==> src/usb_periph_pkg.sv <==
package usb_periph_pkg;

   // widths with a meaning on the bus and the host side
   typedef logic [31:0] bus_data_t;   // cpu register word
   typedef logic [3:0]  bus_addr_t;   // byte address inside the peripheral
   typedef logic [3:0]  byte_en_t;    // one bit per byte lane
   typedef logic [7:0]  usb_byte_t;   // payload byte
   typedef logic [2:0]  mode_t;       // device personality code
   typedef logic [4:0]  detach_cnt_t; // settle timer value

   // register offsets
   localparam bus_addr_t REG_CCR = 4'd0;
   localparam bus_addr_t REG_RDR = 4'd4;
   localparam bus_addr_t REG_TDR = 4'd8;
   localparam bus_addr_t REG_STA = 4'd12;

   // personality codes, 3 to 7 reserved
   localparam mode_t MODE_NONE     = 3'd0;
   localparam mode_t MODE_SERIAL   = 3'd1;
   localparam mode_t MODE_LOOPBACK = 3'd2;

   // bit positions in STA
   localparam int STA_TX_BUSY  = 0;
   localparam int STA_RX_FULL  = 1;
   localparam int STA_ATTACHED = 2;

   // detached settle time in clock cycles
   localparam int DETACH_CYCLES = 16;

   typedef enum logic [1:0] {
      ST_DETACHED,
      ST_SETTLE,
      ST_ATTACHED
   } attach_state_t;

   typedef struct packed {
      logic      valid;
      usb_byte_t data;
   } usb_stream_t;

   typedef struct packed {
      logic      write;
      byte_en_t  be;
      bus_addr_t addr;
      bus_data_t wdata;
   } cpu_req_t;

endpackage
==> src/usb_periph_top.sv <==
`timescale 1ns/1ns

module usb_periph_top
   import usb_periph_pkg::*;
(
   input  logic        clk_i,
   input  logic        rst_i,
   input  cpu_req_t    cpu_req_i,
   input  usb_stream_t host_rx_i,
   input  logic        host_tx_ready_i,
   output bus_data_t   rdata_o,
   output logic        host_rx_ready_o,
   output usb_stream_t host_tx_o,
   output logic        usb_dp_pull_o
);

   mode_t     ccr_mode;
   logic      mode_wr;
   logic      tdr_wr;
   usb_byte_t tdr_byte;
   logic      rx_clr;
   usb_byte_t rx_byte;
   logic      rx_full;
   logic      tx_busy;
   logic      attached;
   logic      timer_start;
   logic      timer_done;

   // cpu side
   usb_regs u_regs (
      .clk_i      (clk_i),
      .rst_i      (rst_i),
      .cpu_req_i  (cpu_req_i),
      .rx_byte_i  (rx_byte),
      .rx_full_i  (rx_full),
      .tx_busy_i  (tx_busy),
      .attached_i (attached),
      .rdata_o    (rdata_o),
      .ccr_mode_o (ccr_mode),
      .mode_wr_o  (mode_wr),
      .tdr_wr_o   (tdr_wr),
      .tdr_byte_o (tdr_byte),
      .rx_clr_o   (rx_clr)
   );

   // attach control and its settle timer
   usb_mode_fsm u_mode_fsm (
      .clk_i         (clk_i),
      .rst_i         (rst_i),
      .mode_i        (ccr_mode),
      .mode_wr_i     (mode_wr),
      .timer_done_i  (timer_done),
      .timer_start_o (timer_start),
      .attached_o    (attached),
      .dp_pull_o     (usb_dp_pull_o)
   );

   usb_detach_timer u_detach_timer (
      .clk_i   (clk_i),
      .rst_i   (rst_i),
      .start_i (timer_start),
      .done_o  (timer_done)
   );

   // host side data path
   usb_serial_ep u_serial_ep (
      .clk_i           (clk_i),
      .rst_i           (rst_i),
      .mode_i          (ccr_mode),
      .attached_i      (attached),
      .host_rx_i       (host_rx_i),
      .host_tx_ready_i (host_tx_ready_i),
      .tdr_wr_i        (tdr_wr),
      .tdr_byte_i      (tdr_byte),
      .rx_clr_i        (rx_clr),
      .host_rx_ready_o (host_rx_ready_o),
      .host_tx_o       (host_tx_o),
      .rx_byte_o       (rx_byte),
      .rx_full_o       (rx_full),
      .tx_busy_o       (tx_busy)
   );

endmodule

==> src/usb_serial_ep.sv <==
`timescale 1ns/1ns

module usb_serial_ep
   import usb_periph_pkg::*;
(
   input  logic        clk_i,
   input  logic        rst_i,
   input  mode_t       mode_i,
   input  logic        attached_i,
   input  usb_stream_t host_rx_i,
   input  logic        host_tx_ready_i,
   input  logic        tdr_wr_i,
   input  usb_byte_t   tdr_byte_i,
   input  logic        rx_clr_i,
   output logic        host_rx_ready_o,
   output usb_stream_t host_tx_o,
   output usb_byte_t   rx_byte_o,
   output logic        rx_full_o,
   output logic        tx_busy_o
);

   logic      loopback;
   logic      serial;
   logic      rx_take;
   logic      tx_done;
   logic      tx_load;
   logic      rx_full_q;
   logic      tx_valid_q;
   usb_byte_t rx_data_q;
   usb_byte_t tx_data_q;

   assign loopback = attached_i & (mode_i == MODE_LOOPBACK);
   assign serial   = attached_i & (mode_i == MODE_SERIAL);

   // loopback waits for the tx holding register, serial for the cpu
   assign host_rx_ready_o = loopback ? ~tx_valid_q :
                            serial   ? ~rx_full_q  : 1'b0;

   assign rx_take = host_rx_i.valid & host_rx_ready_o;
   assign tx_done = tx_valid_q & host_tx_ready_i;
   assign tx_load = tdr_wr_i & serial & ~tx_valid_q; // dropped when busy or detached

   // holding flags
   always_ff @(posedge clk_i) begin
      if (rst_i || !attached_i) begin
         rx_full_q  <= 1'b0;
         tx_valid_q <= 1'b0;
      end else begin
         if (rx_take && !loopback) begin
            rx_full_q <= 1'b1;
         end else if (rx_clr_i) begin
            rx_full_q <= 1'b0;
         end
         if (tx_load || (rx_take && loopback)) begin
            tx_valid_q <= 1'b1;
         end else if (tx_done) begin
            tx_valid_q <= 1'b0;
         end
      end
   end

   // RDR is cpu visible so it starts from zero
   always_ff @(posedge clk_i) begin
      if (rst_i) begin
         rx_data_q <= '0;
      end else if (rx_take && !loopback) begin
         rx_data_q <= host_rx_i.data;
      end
   end

   // tx payload, only sampled together with the valid flag
   always_ff @(posedge clk_i) begin
      if (rx_take && loopback) begin
         tx_data_q <= host_rx_i.data; // echo straight back
      end else if (tx_load) begin
         tx_data_q <= tdr_byte_i;
      end
   end

   assign host_tx_o.valid = tx_valid_q;
   assign host_tx_o.data  = tx_data_q;
   assign rx_byte_o       = rx_data_q;
   assign rx_full_o       = rx_full_q;
   assign tx_busy_o       = tx_valid_q;

endmodule

==> src/usb_regs.sv <==
`timescale 1ns/1ns

module usb_regs
   import usb_periph_pkg::*;
(
   input  logic      clk_i,
   input  logic      rst_i,
   input  cpu_req_t  cpu_req_i,
   input  usb_byte_t rx_byte_i,
   input  logic      rx_full_i,
   input  logic      tx_busy_i,
   input  logic      attached_i,
   output bus_data_t rdata_o,
   output mode_t     ccr_mode_o,
   output logic      mode_wr_o,
   output logic      tdr_wr_o,
   output usb_byte_t tdr_byte_o,
   output logic      rx_clr_o
);

   mode_t     ccr_q;
   mode_t     ccr_new;
   logic      lane0_wr;
   logic      ccr_sel;
   logic      tdr_sel;
   logic      sta_sel;
   bus_data_t sta_word;

   // CCR, TDR and STA only look at byte lane 0
   assign lane0_wr = cpu_req_i.write & cpu_req_i.be[0];
   assign ccr_sel  = lane0_wr & (cpu_req_i.addr == REG_CCR);
   assign tdr_sel  = lane0_wr & (cpu_req_i.addr == REG_TDR);
   assign sta_sel  = lane0_wr & (cpu_req_i.addr == REG_STA);

   assign ccr_new    = mode_t'(cpu_req_i.wdata[2:0]);
   assign ccr_mode_o = ccr_q;

   // status word as seen by the cpu
   always_comb begin
      sta_word               = '0;
      sta_word[STA_TX_BUSY]  = tx_busy_i;
      sta_word[STA_RX_FULL]  = rx_full_i;
      sta_word[STA_ATTACHED] = attached_i;
   end

   // control registers and the one-cycle strobes
   always_ff @(posedge clk_i) begin
      if (rst_i) begin
         ccr_q     <= MODE_NONE;
         mode_wr_o <= 1'b0;
         tdr_wr_o  <= 1'b0;
         rx_clr_o  <= 1'b0;
      end else begin
         // a rewrite of the same code does not detach the device
         mode_wr_o <= ccr_sel & (ccr_new != ccr_q);
         tdr_wr_o  <= tdr_sel;
         rx_clr_o  <= sta_sel & cpu_req_i.wdata[STA_RX_FULL]; // write one to clear
         if (ccr_sel) begin
            ccr_q <= ccr_new;
         end
      end
   end

   // byte handed to the endpoint together with tdr_wr_o
   always_ff @(posedge clk_i) begin
      if (tdr_sel) begin
         tdr_byte_o <= cpu_req_i.wdata[7:0];
      end
   end

   // read data follows the address of the previous cycle
   always_ff @(posedge clk_i) begin
      if (rst_i) begin
         rdata_o <= '0;
      end else begin
         case (cpu_req_i.addr)
            REG_CCR: rdata_o <= bus_data_t'(ccr_q);
            REG_RDR: rdata_o <= bus_data_t'(rx_byte_i);
            REG_STA: rdata_o <= sta_word;
            default: rdata_o <= '0; // TDR is write only
         endcase
      end
   end

endmodule

==> src/usb_mode_fsm.sv <==
`timescale 1ns/1ns

module usb_mode_fsm
   import usb_periph_pkg::*;
(
   input  logic  clk_i,
   input  logic  rst_i,
   input  mode_t mode_i,
   input  logic  mode_wr_i,
   input  logic  timer_done_i,
   output logic  timer_start_o,
   output logic  attached_o,
   output logic  dp_pull_o
);

   attach_state_t state_q;
   attach_state_t state_d;
   logic          mode_ok;

   // only personalities that are actually built may attach
   assign mode_ok = (mode_i == MODE_SERIAL) | (mode_i == MODE_LOOPBACK);

   // a new personality always (re)starts the settle period
   assign timer_start_o = mode_wr_i & mode_ok;

   always_comb begin
      state_d = state_q;
      if (mode_wr_i) begin
         // any change of personality drops the device off the bus first
         state_d = mode_ok ? ST_SETTLE : ST_DETACHED;
      end else begin
         case (state_q)
            ST_DETACHED: state_d = ST_DETACHED; // wait for a valid mode write
            ST_SETTLE: begin
               if (timer_done_i) begin
                  state_d = ST_ATTACHED;
               end
            end
            ST_ATTACHED: state_d = ST_ATTACHED;
            default:     state_d = ST_DETACHED;
         endcase
      end
   end

   always_ff @(posedge clk_i) begin
      if (rst_i) begin
         state_q <= ST_DETACHED;
      end else begin
         state_q <= state_d;
      end
   end

   // pull-up follows the state register directly
   assign attached_o = (state_q == ST_ATTACHED);
   assign dp_pull_o  = (state_q == ST_ATTACHED);

endmodule

==> src/usb_detach_timer.sv <==
`timescale 1ns/1ns

module usb_detach_timer
   import usb_periph_pkg::*;
(
   input  logic clk_i,
   input  logic rst_i,
   input  logic start_i,
   output logic done_o
);

   localparam detach_cnt_t LOAD_VAL = detach_cnt_t'(DETACH_CYCLES - 1);

   detach_cnt_t cnt_q;
   logic        run_q;

   // count down from LOAD_VAL, done on the cycle the count sits at zero
   always_ff @(posedge clk_i) begin
      if (rst_i) begin
         cnt_q <= '0;
         run_q <= 1'b0;
      end else if (start_i) begin
         cnt_q <= LOAD_VAL; // a restart simply reloads
         run_q <= 1'b1;
      end else if (run_q) begin
         if (cnt_q == '0) begin
            run_q <= 1'b0;
         end else begin
            cnt_q <= cnt_q - 1'b1;
         end
      end
   end

   assign done_o = run_q & (cnt_q == '0); // single cycle pulse

endmodule

==> config.mk <==
export PLATFORM = sky130hd
export DESIGN_NAME = usb_periph_top
export DESIGN_NICKNAME = d
export VERILOG_FILES = /design/src/usb_periph_pkg.sv /design/src/usb_periph_top.sv /design/src/usb_serial_ep.sv /design/src/usb_regs.sv /design/src/usb_mode_fsm.sv /design/src/usb_detach_timer.sv
export SDC_FILE = /design/constraint.sdc
export NUM_CORES = 1
export LEC_CHECK = 0
export ABC_AREA = 1
export BUFFER_PORTS_ARGS = -buffer_cell sky130_fd_sc_hd__buf_2
export CAP_MARGIN = 25
export CORE_AREA = 2 2 83 101
export DETAILED_ROUTE_END_ITERATION = 12
export DIE_AREA = 0 0 85 103
export PLACE_DENSITY = 0.57
export SLEW_MARGIN = 20
export SYNTH_ARGS = -nofsm -noshare
export SYNTH_HDL_FRONTEND = slang
export SYNTH_SLANG_ARGS = --single-unit
export TNS_END_PERCENT = 30
==> constraint.sdc <==
create_clock -name clk_i -period 2.3 [get_ports clk_i]
set_clock_uncertainty 0.15 [all_clocks]
set_input_delay 0.115 -clock clk_i [delete_from_list [all_inputs] [get_ports clk_i]]
set_output_delay 0.115 -clock clk_i [all_outputs]
set_load 0.01 [all_outputs]
# --- Word level (Yosys, flattened, before mapping) ---
# Index checks and enable logic that the tools add are counted.
classes:
  add_sub_neg: 1
  eq_ne: 10
  muxes: 19
  bitwise: 18
  n_reduce_logical: 15
op_table:
  columns: ["operator", "count"]
  rows:
  - ["case mux 8 bit (3 select lines)", 1]
  - ["two-way mux 8 bit", 2]
  - ["bitwise AND 1 bit", 14]
  - ["two-way mux 4 bit", 3]
  - ["two-way mux 1 bit", 10]
  - ["equality test 4 bit, second input constant", 2]
  - ["nonzero test 2 bit", 4]
  - ["logical NOT 5 bit", 1]
  - ["subtractor 5 x 1 -> 5 bit, second input constant", 1]
  - ["equality test 4 x 3 -> 1 bit, second input constant", 1]
  - ["logical NOT 4 bit", 1]
  - ["two-way mux 2 bit", 2]
  - ["case mux 2 bit (2 select lines)", 1]
  - ["AND reduction 2 bit", 2]
  - ["equality test 3 x 1 -> 1 bit, second input constant", 1]
  - ["equality test 3 x 2 -> 1 bit, second input constant", 1]
  - ["!= test 3 bit", 1]
  - ["!= test 3 bit, second input constant", 1]
  - ["inverter 1 bit", 3]
  - ["equality test 2 x 1 -> 1 bit, second input constant", 1]
  - ["equality test 2 bit, second input constant", 1]
  - ["logical AND 1 bit", 2]
  - ["logical NOT 1 bit", 2]
  - ["logical OR 1 bit", 2]
  - ["3 further kinds", 3]
totals:
  register_bits: 72
  in_bits: 53
  output_inout_bits: 43
  elab_cells: 77

# --- Depth between registers and ports, before layout ---
depth:
  ltp_word: 8
  depth_mapped: 10
  depth_no_buf: 10

# --- Modules after synthesis ---
# A second synthesis with hierarchy kept.
unflattened:
  hier_cells: 306
  area_unflattened_um2: 2483.6
modules_own_cells:
  columns: ["mod", "n_inst", "cells_each", "area_each_um2", "seq_area_each_um2"]
  rows:
  - ["usb_regs", 1, 118, 1063.5, 520.5]
  - ["usb_serial_ep", 1, 110, 907.1, 440.4]
  - ["usb_detach_timer", 1, 54, 352.8, 120.1]
  - ["usb_mode_fsm", 1, 24, 160.2, 40.0]

# --- Worst setup path after synthesis ---
# OpenSTA, ideal clock, no wires.
synth_timing:
  path_type: "reg2reg"
  startpoint: "register u_mode_fsm.state_q[0]"
  endpoint: "register u_serial_ep.tx_data_q[0] (enable)"
  setup_ns: 0.329
  arrival_time_ns: 1.372
  required_ns: 1.821
  setup_slack_ns: 0.449
  stages_incl_launch_ff: 8
  n_path_buf: 1
  period_less_slack_ns: 1.851
  cell_sequence: "dfxtp_1 inv_1 ha_1 nand4_1 nand2_4 nand3_4 buf_6 nand2_1"
synth_via:
  elab_chain_len: 7
  word_cells_on_any_way: 10
  classes_between: "1 x eq/ne; 2 x mux; 5 x bitwise; 2 x reduce/logical"
synth_rtl:
  columns: ["item", "line", "rtl"]
  rows:
  - ["start: declaration", "usb_mode_fsm.sv:16", "attach_state_t state_q;"]
  - ["start signal: assignment", "usb_mode_fsm.sv:49", "state_q <= state_d;"]
  - ["equality test 2 bit *", null, null]
  - ["via usb_dp_pull_o", "usb_periph_top.sv:14", "output logic usb_dp_pull_o"]
  - ["bitwise AND 1 bit", "usb_serial_ep.sv:33", "assign serial = attached_i & (mode_i == MODE_SERIAL);"]
  - ["two-way mux 1 bit", "usb_serial_ep.sv:37", "serial ? ~rx_full_q : 1'b0;"]
  - ["two-way mux 1 bit *", "usb_serial_ep.sv:36", "assign host_rx_ready_o = loopback ? ~tx_valid_q :"]
  - ["via host_rx_ready_o", "usb_periph_top.sv:12", "output logic host_rx_ready_o,"]
  - ["bitwise AND 1 bit *", "usb_serial_ep.sv:39", "assign rx_take = host_rx_i.valid & host_rx_ready_o;"]
  - ["logical AND 1 bit *", "usb_serial_ep.sv:73", "if (rx_take && loopback) begin"]
  - ["nonzero test 2 bit (no line) *", null, null]
  - ["end signal: assignment", "usb_serial_ep.sv:74", "tx_data_q <= host_rx_i.data;"]
  - ["end signal: assignment", "usb_serial_ep.sv:76", "tx_data_q <= tdr_byte_i;"]
  - ["end: declaration", "usb_serial_ep.sv:30", "usb_byte_t tx_data_q;"]
# The timed path passes the listed nets; every way through them passes the cells marked *.
# A chain may end at the register's enable or synchronous reset.

# --- Worst setup path in the final report ---
layout_timing:
  startpoint: "input port cpu_req_i[34] in the netlist's numbering"
  endpoint: "register u_regs.tdr_wr_o"
layout_via:
  elab_chain_len: 2
layout_rtl:
  columns: ["item", "line", "rtl"]
  rows:
  - ["start: declaration", "usb_periph_top.sv:8", "input cpu_req_t cpu_req_i,"]
  - ["equality test 4 bit", "usb_regs.sv:32", "assign tdr_sel = lane0_wr & (cpu_req_i.addr == REG_TDR);"]
  - ["bitwise AND 1 bit", "usb_regs.sv:32", null]
  - ["end signal: assignment", "usb_regs.sv:56", "tdr_wr_o <= tdr_sel;"]
  - ["end: declaration", "usb_regs.sv:16", "output logic tdr_wr_o,"]
# No other way between the ends.

==> qor.yml <==
outcome: "finished, final reports clean"
power_frac_comb_pct: 6.8
drc: 0
fin_setup_tns_ns: 0
yosys_register_bits: 48
final_common_cell: "nand2_1"
arrival_ns: 2.26
die_area_sq_um: 8760
overflow: 0
grt_pass1_vias: 1734
internal-power_mw: 1.25
drt_iter0_drc: 93
dr_total_vias: 1791
hp-class: "primary input to register"
multi_input_area_sq_um: 872
hpwl_um: 3460
wl_per_cell_um: 10.4
cts_buffer_depth: 2
die_w_um: 85
setup_ws_ns: 0.140
synth_area_per_cell_sq_um: 8.40
place.port_buffers: 44
switchingPower_mw: 0.349
crit_type: "primary input to register"
max_freq_ghz: 0.463
mostFrequentLayoutCells: "nand2_1 (51), buf_2 (44), inv_1 (41), dfxtp_1 (32), nor2_1 (26)"
rsz0062_at_grt: "yes"
cp.required_ns: 2.40
powerDensity_nw_per_um2: 559
setup_viol: 0
leakagePower_nw: 1.35
nets: 398
r2r_cells: 6
p_sw_share_pct: 21.8
startpoint: "cpu_req_i[34]"
sequentialPowerShare_pct: 54.8
num_antenna_cells: 0
nFillCells: 803
clk_pin_slew_worst_paths_ns: 0.09
antenna_left: 0
clk_latency_ns: 0.30
cts_setup_buffers: 0
gp_congestion: 0.759
ys_types: 32
cts_max_level: 2
rr_endpoint: "u_serial_ep.tx_data_q[2]$_DFFE_PP_"
max-vdd-ir-drop_uv: 240
yosysWarnings: 0
postRouteWirelength_um: 4560
final_hold_viol_count: 0
crit_path_end: "u_regs.tdr_wr_o$_SDFF_PP0_"
ios: 96
drt-vias-per-instance: 4.10
cts_tree: "yes"
area.growth.synth_to_final_pct: 26.1
grt_first_pass_wirelength_um: 7790
clockPowerShare_pct: 38.4
cap_violations: 0
cts_buffers: 5
antenna_found_initial: 0
synth_seq_area_share_pct: 49.4
dp_slack_ns: 0.502
syn_area_sq_um: 2270
cp_max_fo: 3
synth_cells: 270
cp-start-kind: "primary input"
finalCriticalPeriod_ns: 2.16
firstDrtPassIters: 3
placementRows: 36
ff_latch_area_sq_um: 1120
worst_setup_path_end_kind: "register"
drv_slew: 0
rrSetupSlack_ns: 0.52
start_util_pct: 28.8
core_sq_um: 7880
clockRootBuffer: "clkbuf_8"
grt.total_usage_pct: 11.3
cts_sinks: 48
grt_max_degree: 18
reg2reg_from: "u_mode_fsm.state_q[0]$_SDFFE_PP0P_"
min_period_over_period_pct: 93.9
die_h_um: 103
drive_gt1_share_pct: 21.3
[worst max-delay path: stages]
cell,delay [ns]
dlygate4sd3_1,0.52
buf_2,0.14
inv_1,0.08
nand2_1,0.07
dlygate4sd3_1,0.57
nor4_2,0.19
dlygate4sd3_1,0.56
[cell usage after synthesis]
master / n / area, sq um
ha_1: 4 / 50.1
nor3_2: 1 / 10.0
nand3_4: 2 / 35.0
a21oi_1: 8 / 40.0
nand2_2: 2 / 12.5
xor2_1: 4 / 35.0
o21ai_1: 8 / 40.0
nand4_2: 1 / 12.5
dfxtp_1: 32 / 641
edfxtp_1: 16 / 480
nand3b_1: 1 / 7.51
nand2_4: 1 / 11.3
buf_2: 1 / 5.00
nor2_4: 1 / 11.3
nand2_1: 52 / 195
or2_2: 3 / 18.8
o211ai_1: 1 / 7.51
nor4_1: 1 / 6.26
nor2_1: 26 / 97.6
inv_1: 41 / 154
buf_6: 2 / 22.5
conb_1: 1 / 3.75
clkinv_1: 1 / 3.75
o21ai_0: 10 / 50.1
a21boi_1: 1 / 7.51
nand3_1: 10 / 50.1
nand4_1: 1 / 6.26
nor3_1: 9 / 45.0
clkbuf_1: 1 / 3.75
inv_2: 1 / 3.75
nor2_2: 2 / 12.5
buf_4: 25 / 188
[state kept, by name, indices dropped and copies added (netlist names)]
register               flops
u_detach_timer.cnt_q       5
u_detach_timer.run_q       1
u_mode_fsm.state_q         2
u_regs.ccr_mode_o          3
u_regs.mode_wr_o           1
u_regs.rdata_o             8
u_regs.rx_clr_o            1
u_regs.tdr_byte_o          8
u_regs.tdr_wr_o            1
u_serial_ep.rx_byte_o      8
u_serial_ep.rx_full_o      1
u_serial_ep.tx_busy_o      1
u_serial_ep.tx_data_q      8
[per-stage QoR]
stage,hold slack (ns),total power [mW],cell area (sq um),cells,utilization [%]
2_1_floorplan,0.0428,0.965,2350,293,-
3_3_place_gp,0.143,0.974,2500,407,31.8
3_5_place_dp,0.148,0.975,2500,407,31.8
4_1_cts,0.0119,1.62,2840,437,36.0
5_1_grt,0.0455,1.67,2860,437,36.3
6_report,0.0266,1.60,2860,437,36.3
[how the worst min path moves through the flow]
stage / from / endpoint / cells after the start
finish: cpu_req_i[33] / u_regs.rx_clr_o$_SDFF_PP0_ / 4
detailed placement: cpu_req_i[3] / u_regs.tdr_byte_o[3]$_DFFE_PP_ / 1
CTS: cpu_req_i[33] / u_regs.rx_clr_o$_SDFF_PP0_ / 4
floorplan: rst_i / u_regs.tdr_wr_o$_SDFF_PP0_ / 1
global route: rst_i / u_detach_timer.cnt_q[3]$_SDFFE_PP0P_ / 3
global placement: cpu_req_i[5] / u_regs.tdr_byte_o[5]$_DFFE_PP_ / 1
[cell type report]
type | instances | share of cell area, %
multi-input cells | 173 | 30.5
clock buffers | 5 | 2.41
well taps | 95 | 4.16
clock inverters | 3 | 1.62
inverters | 43 | 5.65
flip-flops and latches | 48 | 39.2
repair buffers | 70 | 16.5
[kinds of logic (layout without fill, tap and decap cells)]
family | count (synthesis) | count (layout) | synth area share [%]
adder cells (fa/ha/maj) | 4 | 4 | 2.21
other | 1 | 24 | 0.165
AND/OR/NAND/NOR | 113 | 113 | 23.5
flip-flops | 48 | 48 | 49.4
XOR/XNOR | 4 | 4 | 1.55
AO/OA/AOI/OAI | 28 | 28 | 6.40
buffers and inverters | 72 | 121 | 16.8
[power by group through the flow]
stage | clock network [mW] | registers (mW) | logic (mW)
2_1_floorplan | 0 | 0.895 | 0.0699
3_3_place_gp | 0 | 0.895 | 0.0783
3_5_place_dp | 0 | 0.895 | 0.0796
4_1_cts | 0.634 | 0.876 | 0.107
5_1_grt | 0.666 | 0.876 | 0.123
6_report | 0.614 | 0.876 | 0.109
[what timing repair did]
action,CTS,global route
hold buffers,22,0
resized for setup,0,4
setup endpoints to repair,0,9
hold endpoints to repair,19,0
[layer usage]
| metal | wire, um | vias up | part of all wire (%) | track usage [%] |
|---|---|---|---|---|
| met5 | 0 | - | 0 | 0 |
| met4 | 71 | 0 | 1.6 | 4.40 |
| met3 | 199 | 7 | 4.4 | 2.16 |
| met2 | 2430 | 44 | 53 | 21.7 |
| met1 | 1860 | 806 | 41 | 12.2 |
| li1 | - | 934 | - | - |
Note: power is estimated with default switching activity, not from simulation.
